$ cat src/hdl/opcol_cfg.svh
`ifndef OPCOL_CFG_SVH
`define OPCOL_CFG_SVH

// hardware warps and architectural registers per warp
`define OPCOL_WARPS          8
`define OPCOL_REGS_PER_WARP  8

// register file organisation
`define OPCOL_BANKS          4
`define OPCOL_ROWS           16
`define OPCOL_LANES          8
`define OPCOL_LANE_W         32

// collector entries and per-bank request queue depth
`define OPCOL_ENTRIES        4
`define OPCOL_QUEUE_DEPTH    8

`endif

$ cat src/hdl/opcol_pkg.sv
`default_nettype none

`include "opcol_cfg.svh"

package opcol_pkg;

    typedef logic [$clog2(`OPCOL_WARPS)-1:0]         warp_id_t;
    typedef logic [$clog2(`OPCOL_REGS_PER_WARP)-1:0] reg_id_t;
    typedef logic [$clog2(`OPCOL_ROWS)-1:0]          row_id_t;
    typedef logic [$clog2(`OPCOL_BANKS)-1:0]         bank_id_t;
    typedef logic [$clog2(`OPCOL_ENTRIES)-1:0]       entry_id_t;
    typedef logic [`OPCOL_LANES*`OPCOL_LANE_W-1:0]   vec_t;
    typedef logic [`OPCOL_LANES-1:0]                 mask_t;

    typedef struct packed {
        logic [31:0] instr;
        logic [4:0]  dst;
        logic [15:0] imme;
        logic        imme_valid;
        logic [3:0]  aluop;
        logic        reg_write;
        logic        mem_write;
        logic        mem_read;
        mask_t       active_mask;
    } ctrl_t;

    typedef struct packed {
        warp_id_t warp;
        reg_id_t  src1;
        logic     src1_valid;
        reg_id_t  src2;
        logic     src2_valid;
        ctrl_t    ctrl;
    } issue_t;

    typedef struct packed {
        warp_id_t warp;
        reg_id_t  reg_num;
        mask_t    mask;
        vec_t     data;
    } wb_t;

    typedef struct packed {
        row_id_t   row;
        entry_id_t entry;
        logic      slot;   // 0 src1, 1 src2
    } read_req_t;

    typedef struct packed {
        logic      valid;
        entry_id_t entry;
        logic      slot;
        vec_t      data;
    } read_rsp_t;

    typedef struct packed {
        ctrl_t ctrl;
        vec_t  src1_data;
        vec_t  src2_data;
    } dispatch_t;

    // static placement of architectural registers, shifted by warp to spread banks
    function automatic bank_id_t bank_of(warp_id_t w, reg_id_t r);
        return bank_id_t'((int'(w) + int'(r)) % `OPCOL_BANKS);
    endfunction

    function automatic row_id_t row_of(warp_id_t w, reg_id_t r);
        return row_id_t'(int'(w) * (`OPCOL_REGS_PER_WARP / `OPCOL_BANKS)
                         + int'(r) / `OPCOL_BANKS);
    endfunction

endpackage

`default_nettype wire

$ cat src/hdl/bank_queue.sv
`timescale 1ns/10ps
`default_nettype none

`include "opcol_cfg.svh"

module bank_queue
    import opcol_pkg::*;
(
    input  logic      clk,
    input  logic      rst,

    input  logic      push1,
    input  logic      push2,
    input  read_req_t req1,
    input  read_req_t req2,

    input  logic      pop,
    output read_req_t head,
    output logic      not_empty
);

    localparam int DEPTH = `OPCOL_QUEUE_DEPTH;
    localparam int PW    = $clog2(DEPTH);

    read_req_t       mem [DEPTH];
    logic [PW-1:0]   wr_ptr;
    logic [PW-1:0]   rd_ptr;
    logic [PW:0]     count;
    logic [1:0]      n_push;

    assign n_push    = {1'b0, push1} + {1'b0, push2};
    assign head      = mem[rd_ptr];
    assign not_empty = (count != '0);

    always_ff @(posedge clk) begin
        if (rst) begin
            wr_ptr <= '0;
            rd_ptr <= '0;
            count  <= '0;
        end else begin
            wr_ptr <= wr_ptr + PW'(n_push);
            if (pop) begin
                rd_ptr <= rd_ptr + 1'b1;
            end
            count <= count + (PW+1)'(n_push) - (PW+1)'(pop);
        end
    end

    // src1 takes the first free slot, src2 the one behind it
    always_ff @(posedge clk) begin
        if (push1) begin
            mem[wr_ptr] <= req1;
        end
        if (push2) begin
            mem[wr_ptr + PW'(push1)] <= req2;
        end
    end

endmodule

`default_nettype wire

$ cat config.mk
export PLATFORM = sky130hd
export DESIGN_NAME = bank_queue
export DESIGN_NICKNAME = d
export VERILOG_FILES = /design/src/hdl/opcol_pkg.sv /design/src/hdl/bank_queue.sv
export VERILOG_INCLUDE_DIRS = /design/src /design/src/hdl
export SDC_FILE = /design/constraint.sdc
export NUM_CORES = 1
export LEC_CHECK = 0
export ABC_AREA = 1
export BUFFER_PORTS_ARGS = -buffer_cell sky130_fd_sc_hd__buf_2
export CORE_AREA = 4 4 98 91
export CTS_CLUSTER_SIZE = 10
export DETAILED_ROUTE_END_ITERATION = 16
export DIE_AREA = 0 0 102 95
export HOLD_SLACK_MARGIN = 0.02
export PLACE_DENSITY = 0.83
export SLEW_MARGIN = 15
export SYNTH_ARGS = -nofsm -noshare
export SYNTH_HDL_FRONTEND = slang
export SYNTH_SLANG_ARGS = --single-unit
$ cat constraint.sdc
create_clock -name clk -period 2.5 [get_ports clk]
set_input_delay 0.375 -clock clk [delete_from_list [all_inputs] [get_ports clk]]
set_output_delay 0.375 -clock clk [all_outputs]
set_load 0.005 [all_outputs]
Word level (Yosys, flattened, before mapping):

Memories as Yosys holds them, arrays and structs flattened. A register that Yosys moved wholly into a read port is not among the register bits.
Index checks and enable logic that the tools add are counted.

* $add $sub $neg: 6
* mux-type cells: 6
* reductions and logical operators: 1

Operators with widths (number)
* $mux 3: 2
* $add 4x2->4: 1
* $mux 1: 4
* $reduce_bool 4->1: 1
* $sub 4x1->4: 1
* $add 3x1->3: 1
* $add 3x1->3 const B: 1
* $add 3x2->3: 1
* $add 1x1->2: 1

* flip-flop bits (word level): 10
* RAM bits: 56
* bits of input ports: 19
* output and inout port bits: 8
* word-level logic and storage cells: 17
* memories: 1

Memory list
* mem: depth 8, width 7, rd ports 1, clocked after Yosys merged registers in 1, wr ports 2, RTL line bank_queue.sv:25 `read_req_t mem [DEPTH];`

Depth between registers and ports, before layout:

* depth after elaboration: 3
* gate-level depth with buffers: 9

Worst setup path after synthesis:

Ideal clock, no wire load.

* path kind: input to register
* start point: input push1
* end point: memory mem[2][0] (netlist bit) (enable)
* arrival: 1.528 ns
* slack: 0.591 ns
* stages: 7
* buffers on the path: 0
* path through: ha_1 > ha_1 > inv_1 > nand2_1 > nand2_2 > nand3_1 > o21ai_0

RTL lines
* start, declared: RTL line bank_queue.sv:12 `input logic push1,`
* end, declared: RTL line bank_queue.sv:25

==> flow_summary.ini <==
[power]
switching_share = 0.326
power.switching_mw = 1.14
ir_worst_vdd_mv = 0.541
seq_power_share = 0.417
p_total_mw = 3.50
clkPwrFrac = 0.308
powerDensity_mw_per_mm2 = 750
p_int_mw = 2.36
pwr-share-comb = 0.275
p_leak_nw = 2.34

[status]
outcome = complete, no violations

[sta]
rsz0062_at_grt = no
layout_min_cycle_time_ns = 2.02
final_hold_viol_count = 0
maxSlewHeadroom = 0.337
tns_ns = 0
whs_ns = 0.291
clock.fmax_mhz = 496
finalSetupViolations = 0
tightest_slew_ns = 0.983
finClkSkew_ns = 0.0100
slew_violations = 0
post-route-period-util = 0.807

[yosys]
synth-edff-count = 56
synth_commonest_cells = nand2_1, inv_1, edfxtp_1, nand4_1, nand3_1
synth_compound_gate_area_share = 0.0166
yosys.area.top_type = edfxtp_1
synthMuxAreaShare = 0
ys.flop_type = edfxtp_1
synth-seq-cells = 69
synth_top_family_by_area = simple AND/OR/NAND/NOR gates
synthTopCellsByArea = edfxtp_1, nand2_1, nand4_1
async_flop_share = 0
synth-xor-area-share = 0.00830
avgSynthCellArea_um2 = 7.68
synthSimpleGateAreaFrac = 0.349
synth_cell_types = 24
yosys_warnings = 0
postSynthNetCount = 583
synth.most_common_cell = nand2_1
synthAdderAreaFrac = 0.0433
syn-cell-area_mm2 = 0.00422
synth_top_area_frac = 0.398
syn-instance-count = 550
yosysSeqAreaShare = 0.460

[floorplanning]
initial_core_util = 0.534
die_x_um = 102
die_h_um = 95
core_mm2 = 0.00791
die-area_mm2 = 0.00969
ios = 27
fp-row-count = 31

[detailed_routing]
firstDrtPassIters = 6
antenna_left = 0
drc_errors = 0
vias_per_cell = 5.60
drt_iter0_markers = 681
drt-wirelength-per-cell_um = 15.7
num_vias = 3770
drt_wl_total_mm = 10.6

[global_routing]
antenna_found_initial = 0
grt_pass1_vias = 3368
grtUsageTotal = 0.229
overflow = 0
grt_max_degree = 29
grt_first_pass_wirelength_mm = 16.9

[finish]
syn2layout_area_growth_pct = 10.7
final_cells = 673
seqCellArea_mm2 = 0.00194
multi_input_area_mm2 = 0.00176
fill_cells = 702
nNetsFinal = 602
final_area_mm2 = 0.00467
drive_above_1_share = 0.136
diodes = 0

[cts]
clkLatencyLatePin_ns = 0.35
postCtsSetupBuffers = 0
cts.sinks = 69
cts_resized = 0
cts_tree = done
cts_root_buffer = clkbuf_8
htreeDepth = 3
cts_buffers = 9
cts_buffer_depth = 2
cts_hold_buffers = 0
path_clk_slew_ns = 0.08

[job]
max-cap-violations = 0

[hold_path]
worst_hold_path_type = in -> reg

[place]
portBuffers = 26
dp_hpwl_mm = 7.70
placed_cell_area_mm2 = 0.00442
gp_congestion = 0.983
dp_cells = 657

[critical_path]
worstPathRequired_ns = 2.46
crit_arrival_ns = 1.98
end_kind = register
worstSetupStartpointType = register
critPathKind = reg -> reg
cp_max_fo = 11
## cell type report
type / count / area share
Inverter: 78 / 0.0627
Clock buffer: 13 / 0.0434
Multi-Input combinational cell: 362 / 0.377
Timing Repair Buffer: 49 / 0.0648
Clock inverter: 3 / 0.00964
Tap cell: 99 / 0.0265
Sequential cell: 69 / 0.416
## cell usage in the layout, fill, tap and decap left out, types with 5 or more instances in the layout
cell	Yosys	final
buf_2	18	26
inv_1	75	75
o21ai_0	9	9
nor2_1	12	12
nand4_1	56	56
edfxtp_1	56	56
ha_1	13	13
nand2_1	218	218
nand3_2	6	6
clkbuf_8	0	9
buf_4	0	23
a21oi_1	5	5
nand3_1	33	33
dfxtp_1	13	13
## worst max-delay path: stages (launching register included)
cell and delay (ns):
dfxtp_1 0.34, ha_1 0.21, ha_1 0.22, inv_1 0.09, nand2_1 0.08, nand2_2 0.18
nand3_1 0.12, o21ai_0 0.39
## kinds of logic (layout without fill, tap and decap cells)
logic type / Yosys count / after routing
xor gates and xnor gates: 4 / 4
AOI/OAI and AO/OA: 14 / 14
adders and majority gates: 14 / 14
and+or+nand+nor: 330 / 330
DFF: 69 / 69
buffers and inverters: 119 / 143
## metal layers
layer  GRT usage  part of all wire  vias up
met5           0                 0        -
met4       0.111             0.035        0
met1       0.317              0.40     1663
li1            -                 -     1814
met2       0.348              0.45      239
met3      0.0377              0.11       54
## final timing paths
kind | start | end | slack, ns | depth (start not counted)
worst min-delay path | rst | count[1] | 0.29 | 2
worst max register to register | wr_ptr[0] | mem[2][2] | 0.48 | 7
worst min register to register | rd_ptr[2] | rd_ptr[2] | 0.55 | 2
worst max-delay path | wr_ptr[0] | mem[2][2] | 0.48 | 7
## registers in the layout, indices dropped and copies added, names as in the netlist, named ones only
signal and cells:
mem 56, rd_ptr 3, count 4, wr_ptr 3
## stage by stage
stage                util  setup slack, ns
detailed placement  0.559            0.299
global route        0.590            0.302
global placement    0.559            0.397
finish              0.590            0.483
CTS                 0.590            0.480
floorplan               -            0.591
## power by group through the flow
stage	sequential [mW]	clock, mW	combinational, mW
2_1_floorplan	1.46	0	0.689
3_3_place_gp	1.48	0	0.893
3_5_place_dp	1.48	0	0.943
4_1_cts	1.46	1.08	0.948
5_1_grt	1.47	1.13	1.08
6_report	1.46	1.08	0.964
No activity file was read; power rests on OpenSTA's default activity.
