**src/hdl/opcol_cfg.svh**
```systemverilog
`ifndef OPCOL_CFG_SVH
`define OPCOL_CFG_SVH

// hardware warps and architectural registers per warp
`define OPCOL_WARPS          8
`define OPCOL_REGS_PER_WARP  8

// register file organisation
`define OPCOL_BANKS          4
`define OPCOL_ROWS           16
`define OPCOL_LANES          8
`define OPCOL_LANE_W         32

// collector entries and per-bank request queue depth
`define OPCOL_ENTRIES        4
`define OPCOL_QUEUE_DEPTH    8

`endif

```
**src/hdl/opcol_pkg.sv**
```systemverilog
`default_nettype none

`include "opcol_cfg.svh"

package opcol_pkg;

    typedef logic [$clog2(`OPCOL_WARPS)-1:0]         warp_id_t;
    typedef logic [$clog2(`OPCOL_REGS_PER_WARP)-1:0] reg_id_t;
    typedef logic [$clog2(`OPCOL_ROWS)-1:0]          row_id_t;
    typedef logic [$clog2(`OPCOL_BANKS)-1:0]         bank_id_t;
    typedef logic [$clog2(`OPCOL_ENTRIES)-1:0]       entry_id_t;
    typedef logic [`OPCOL_LANES*`OPCOL_LANE_W-1:0]   vec_t;
    typedef logic [`OPCOL_LANES-1:0]                 mask_t;

    typedef struct packed {
        logic [31:0] instr;
        logic [4:0]  dst;
        logic [15:0] imme;
        logic        imme_valid;
        logic [3:0]  aluop;
        logic        reg_write;
        logic        mem_write;
        logic        mem_read;
        mask_t       active_mask;
    } ctrl_t;

    typedef struct packed {
        warp_id_t warp;
        reg_id_t  src1;
        logic     src1_valid;
        reg_id_t  src2;
        logic     src2_valid;
        ctrl_t    ctrl;
    } issue_t;

    typedef struct packed {
        warp_id_t warp;
        reg_id_t  reg_num;
        mask_t    mask;
        vec_t     data;
    } wb_t;

    typedef struct packed {
        row_id_t   row;
        entry_id_t entry;
        logic      slot;   // 0 src1, 1 src2
    } read_req_t;

    typedef struct packed {
        logic      valid;
        entry_id_t entry;
        logic      slot;
        vec_t      data;
    } read_rsp_t;

    typedef struct packed {
        ctrl_t ctrl;
        vec_t  src1_data;
        vec_t  src2_data;
    } dispatch_t;

    // static placement of architectural registers, shifted by warp to spread banks
    function automatic bank_id_t bank_of(warp_id_t w, reg_id_t r);
        return bank_id_t'((int'(w) + int'(r)) % `OPCOL_BANKS);
    endfunction

    function automatic row_id_t row_of(warp_id_t w, reg_id_t r);
        return row_id_t'(int'(w) * (`OPCOL_REGS_PER_WARP / `OPCOL_BANKS)
                         + int'(r) / `OPCOL_BANKS);
    endfunction

endpackage

`default_nettype wire

```
**src/hdl/reg_map.sv**
```systemverilog
`timescale 1ns/10ps
`default_nettype none

`include "opcol_cfg.svh"

module reg_map
    import opcol_pkg::*;
(
    input  logic      clk,
    input  logic      rst,
    input  logic      issue_valid,
    input  issue_t    issue,
    input  entry_id_t alloc_id,
    output logic [`OPCOL_BANKS-1:0] push1,
    output logic [`OPCOL_BANKS-1:0] push2,
    output read_req_t req1 [`OPCOL_BANKS],
    output read_req_t req2 [`OPCOL_BANKS]
);

    localparam int BANKS = `OPCOL_BANKS;

    logic [BANKS-1:0] push1_d;
    logic [BANKS-1:0] push2_d;
    read_req_t        req1_d [BANKS];
    read_req_t        req2_d [BANKS];
    bank_id_t         bank1;
    bank_id_t         bank2;

    assign bank1 = bank_of(issue.warp, issue.src1);
    assign bank2 = bank_of(issue.warp, issue.src2);

    always_comb begin
        push1_d = '0;
        push2_d = '0;
        for (int b = 0; b < BANKS; b++) begin
            req1_d[b] = '0;
            req2_d[b] = '0;
        end
        if (issue_valid && issue.src1_valid) begin
            push1_d[bank1] = 1'b1;
            req1_d[bank1]  = '{row: row_of(issue.warp, issue.src1), entry: alloc_id, slot: 1'b0};
        end
        if (issue_valid && issue.src2_valid) begin
            if (issue.src1_valid && bank1 == bank2) begin   // same bank, queued behind src1
                push2_d[bank2] = 1'b1;
                req2_d[bank2]  = '{row: row_of(issue.warp, issue.src2), entry: alloc_id,
                                   slot: 1'b1};
            end else begin
                push1_d[bank2] = 1'b1;
                req1_d[bank2]  = '{row: row_of(issue.warp, issue.src2), entry: alloc_id,
                                   slot: 1'b1};
            end
        end
    end

    always_ff @(posedge clk) begin
        if (rst) begin
            push1 <= '0;
            push2 <= '0;
        end else begin
            push1 <= push1_d;
            push2 <= push2_d;
        end
    end

    always_ff @(posedge clk) begin
        req1 <= req1_d;
        req2 <= req2_d;
    end

endmodule

`default_nettype wire

```
**config.mk**
```make
export PLATFORM = sky130hd
export DESIGN_NAME = reg_map
export DESIGN_NICKNAME = d
export VERILOG_FILES = /design/src/hdl/opcol_pkg.sv /design/src/hdl/reg_map.sv
export VERILOG_INCLUDE_DIRS = /design/src /design/src/hdl
export SDC_FILE = /design/constraint.sdc
export NUM_CORES = 1
export LEC_CHECK = 0
export BUFFER_PORTS_ARGS = -buffer_cell sky130_fd_sc_hd__buf_2
export CELL_PAD_IN_SITES_DETAIL_PLACEMENT = 1
export CELL_PAD_IN_SITES_GLOBAL_PLACEMENT = 1
export CORE_ASPECT_RATIO = 1.2
export CORE_MARGIN = 4
export CORE_UTILIZATION = 29
export CTS_CLUSTER_DIAMETER = 100
export CTS_CLUSTER_SIZE = 14
export DETAILED_ROUTE_END_ITERATION = 12
export GPL_TIMING_DRIVEN = 0
export PLACE_DENSITY = 0.77
export SLEW_MARGIN = 20
export SYNTH_ARGS = -nofsm -noshare
export SYNTH_HDL_FRONTEND = slang
export SYNTH_SLANG_ARGS = --single-unit
```
**constraint.sdc**
```tcl
create_clock -name clk -period 1.7 [get_ports clk]
set_input_delay 0.085 -clock clk [delete_from_list [all_inputs] [get_ports clk]]
set_output_delay 0.085 -clock clk [all_outputs]
set_load 0.005 [all_outputs]
```
## Word level (Yosys, flattened, before mapping)

Index checks and enable logic that the tools add are counted.

- Bits in registers: 64
- Bits in latches: 0
- RAM bits: 0
- ROM bits: 0
- Input bits: 85
- Output and inout bits: 64
- Logic and storage cells: 70
- Memories: 0

- Add/sub/neg operators: 4
- Multiply operators: 0
- Divide/modulo/power cells: 0
- $lt $le $gt $ge: 8
- Eq/ne operators: 1
- Shifts and indexed selects: 0
- Muxes and demuxes: 15
- Bitwise gates (word level): 7
- Reductions and logical operators: 9

Operators by type and width:

| operator | count |
|---|---|
| 28-bit 2-to-1 mux | 3 |
| 28-bit AND | 2 |
| 28-bit bitwise mux | 1 |
| 7-bit demux with 2-bit select | 2 |
| 7-bit 2-to-1 mux | 2 |
| 4-bit 2-to-1 mux | 3 |
| 4-bit by 1-bit adder with 4-bit output | 2 |
| 1-bit logical AND | 7 |
| 3-bit >= comparator, second input constant | 2 |
| 2-bit by 3-bit less-than comparator with 1-bit output, second input constant | 2 |
| 3-bit by 1-bit less-than comparator with 1-bit output, second input constant | 2 |
| 2-bit inverter with 3-bit output | 2 |
| 2-bit adder | 2 |
| 1-bit demux with 2-bit select | 2 |
| 2-bit by 1-bit >= comparator with 1-bit output, second input constant | 2 |
| 4-bit OR | 1 |
| 3-bit OR reduction | 1 |
| 2-bit == test | 1 |
| 1-bit 2-to-1 mux | 2 |
| 1-bit inverter | 2 |
| 2-bit AND reduction | 1 |

## Depth between registers and ports, before layout

- Word-level depth: 11
- Depth in mapped cells: 6

## Worst setup path after synthesis

No wires, ideal clock.

- Kind: in2reg
- Start point: input issue[70] in the netlist's numbering
- End point: register req1[12] in the netlist's numbering
- Library setup time: 70 ps
- Arrival: 1367 ps
- Slack: 263 ps
- Stages on the path: 5
- Path buffers: 1
- Cell sequence: ha_1 -> xor3_1 -> buf_1 -> nand3_1 -> o2bb2ai_1

RTL lines:

| what | RTL line | source |
|---|---|---|
| start, declared | reg_map.sv:12 | `input issue_t issue,` |
| end signal, assigned | reg_map.sv:67 | `req1 <= req1_d;` |
| end, declared | reg_map.sv:16 | `` output read_req_t req1 [`OPCOL_BANKS], `` |

==> results_dict.tcl <==
set metrics [dict create \
    crit_type "input port to register" \
    critical_path.max_stage_delay_ps 390 \
    avgSynthCellArea_sq_um 10.88 \
    leakagePower_nw 1.405 \
    synth_top_area_share_pct 59.47 \
    ys.flop_type "dfxtp_1" \
    switching_share_pct 24.20 \
    cp-end-kind "register" \
    fin_nets 377 \
    syn-cell-area_sq_um 2155 \
    antenna_found_initial 0 \
    overflow 0 \
    synth_area_leaders "dfxtp_1 59%, nand3_1 5.3%, and3_1 5.2%" \
    setup_violations 0 \
    outcome "finished, final reports clean" \
    cts.path.max_buffers 2 \
    synth.yosys.seq_area_share_pct 59.47 \
    period_needed_ps 1550 \
    tritoncts "yes" \
    path_cells "buf_2 -> ha_1 -> xor3_1 -> and3_1 -> buf_2 -> buf_2 -> o32ai_1" \
    slew_viol_final 0 \
    dieWidth_microns 86.69 \
    critical_path.slowest_cell "xor3_1" \
    ant_nets 0 \
    path_clk_slew_ps 70 \
    max_slew_margin_pct 69.47 \
    path_buf_inv 3 \
    comb_power_share_pct 11.8 \
    cts_inserted_buffers 9 \
    cts_max_level 3 \
    grt_max_degree 12 \
    dp_hpwl_mm 4.822 \
    synth-edff-count 0 \
    wl_per_cell_microns 17.34 \
    maxCapViolations 0 \
    async_flop_share_pct 0 \
    ys_seq_elements 64 \
    fin_tns_setup_ps 0 \
    root_buffer "clkbuf_8" \
    synth_fp_nets 285 \
    syn_inst 198 \
    max_freq_mhz 645.2 \
    gp_congestion 0.8083 \
    intPower_w 0.002665 \
    rsz0062_at_grt "false" \
    min-delay-path-class "input port to register" \
    io_buffers 78 \
    worstMarginPinSlew_ps 457.9 \
    coreArea_sq_um 7232 \
    cp_common_cell "buf_2" \
    drtPass1Iterations 4 \
    drt-initial-drc-count 83 \
    synthTopCellsByCount "64 x dfxtp_1, 23 x nand3_1, 18 x and3_1" \
    placed_area_sq_um 2658 \
    worstHoldStart "issue[72]" \
    yosysWarningCount 0 \
    numClockSinks 64 \
    die-area_sq_um 8878 \
    clkPwrFrac_pct 44.0 \
    grt_usage_pct 15.39 \
    cp_max_fo 10 \
    vias 1892 \
    grt_pass1_wl_mm 10.32 \
    ios 149 \
    post-place-ws_ps -337.2 \
    powerDensity_nw_per_um2 1205 \
    syn_to_final_growth_pct 35.42 \
    crit_required_ps 1930 \
    finalPower_w 0.003516 \
    rows 34 \
    fin_crit_sh_pct 91.17 \
    diodes 0 \
    cpLargestDelayFamily "buffers and inverters" \
    crit_arrival_ps 1780 \
    viasPerCell 4.914 \
    drc_errors 0 \
    finalInstanceArea_sq_um 2918 \
    drive_gt1_share_pct 36.27 \
    fill_cells 847 \
    hold_buffers 0 \
    hold_viol_final 0 \
    netlist.top_cell.by_area "dfxtp_1" \
    cp-start-kind "input port" \
    worstHoldEndpoint "req2[17]" \
    power_frac_seq_pct 44.2 \
    whs_path_depth 2 \
    grt_pass1_vias 1967 \
    yosysMostFrequentCell "dfxtp_1" \
    yosysUniqueCellTypes 26 \
    fin_ws_ps 150.1 \
    switchingPower_w 0.0008509 \
    die_height_microns 102.4 \
    wl_mm 6.676 \
    vdd_drop_max_v 0.0006691 \
    start_util_pct 29.79 \
]
-- through the flow --
| step | std cells | utilization [%] | hold slack, ps |
|---|---|---|---|
| CTS | 382 | 40.02 | 30.37 |
| floorplan | 198 | - | 230.9 |
| finish | 385 | 40.35 | 40.21 |
| global route | 385 | 40.35 | 40.84 |
| global placement | 366 | 36.75 | 399.6 |
| detailed placement | 366 | 36.75 | 399.4 |
-- kinds of logic (layout without fill, tap and decap cells) --
| kind of cell | after synthesis | count (layout) | share of synthesized area (%) |
|---|---|---|---|
| compound gates | 28 | 28 | 11.50 |
| xor+xnor | 5 | 5 | 4.762 |
| fa+ha+maj | 2 | 2 | 1.161 |
| buf+inv | 15 | 112 | 3.252 |
| flops | 64 | 64 | 59.47 |
| simple gates | 84 | 84 | 19.86 |
-- worst max-delay path by stage --
stage                         start        to  slack [ps]  cells after the start
final                     issue[77]   req1[9]         150                      7
after global routing      issue[77]   req1[1]          30                      7
after CTS                 issue[77]  push2[3]          50                      5
after detailed placement  issue[77]   req1[4]        -340                      6
after global placement    issue[77]   req1[4]        -290                      6
after floorplan           issue[70]  req1[12]         260                      5
-- timing repair --
action | in CTS | in global routing
buffers inserted | 0 | 3
endpoints found under the setup margin | 1 | 11
pin swaps | 0 | 1
resized for setup | 1 | 2
-- routing by layer --
metal / global-route usage (%) / routed length, microns
met1: 17.44 / 2713
met2: 25.91 / 3387
met3: 5.000 / 433
met4: 7.674 / 141
met5: 0 / 0
-- area by class of cell --
type	count	area, sq um	share of cell area [%]
Inverter	1	3.754	0.1286
Buffer	14	68.82	2.358
Tap cell	90	112.6	3.859
Multi-Input combinational cell	119	803.3	27.53
Timing Repair Buffer	81	412.9	14.15
Clock inverter	5	103.9	3.559
Clock buffer	11	131.4	4.503
Sequential cell	64	1281	43.91
-- power groups by stage --
stage	Combinational, W	Sequential [W]	Clock, W
after floorplan	0.000229	0.00159	0
after global placement	0.000391	0.00159	0
after detailed placement	0.000400	0.00159	0
after CTS	0.000405	0.00155	0.00159
after global routing	0.000448	0.00156	0.00166
final	0.000414	0.00155	0.00155
-- flip-flops by register name (all words and copies together), names as in the netlist --
| register | cells |
|---|---|
| push1 | 4 |
| push2 | 4 |
| req1 | 28 |
| req2 | 28 |
-- layout by cell type, fill, tap and decap left out, types with 2 or more instances in the layout --
master / Yosys / routed
and3_1: 18 / 18
and3b_1: 2 / 2
and4_1: 2 / 2
buf_1: 3 / 2
buf_2: 5 / 84
buf_4: 0 / 3
bufinv_16: 0 / 3
clkbuf_1: 5 / 6
clkbuf_8: 0 / 9
dfxtp_1: 64 / 64
ha_1: 2 / 2
nand2_1: 11 / 11
nand3_1: 23 / 23
nand4_1: 2 / 2
nor2_1: 17 / 17
nor3_1: 8 / 8
o21ai_0: 4 / 4
o22ai_1: 2 / 2
o2bb2ai_1: 4 / 4
o32ai_1: 11 / 11
o32ai_2: 3 / 3
o41ai_1: 4 / 4
xor3_1: 2 / 2
Power figures use the tool's default switching activity.
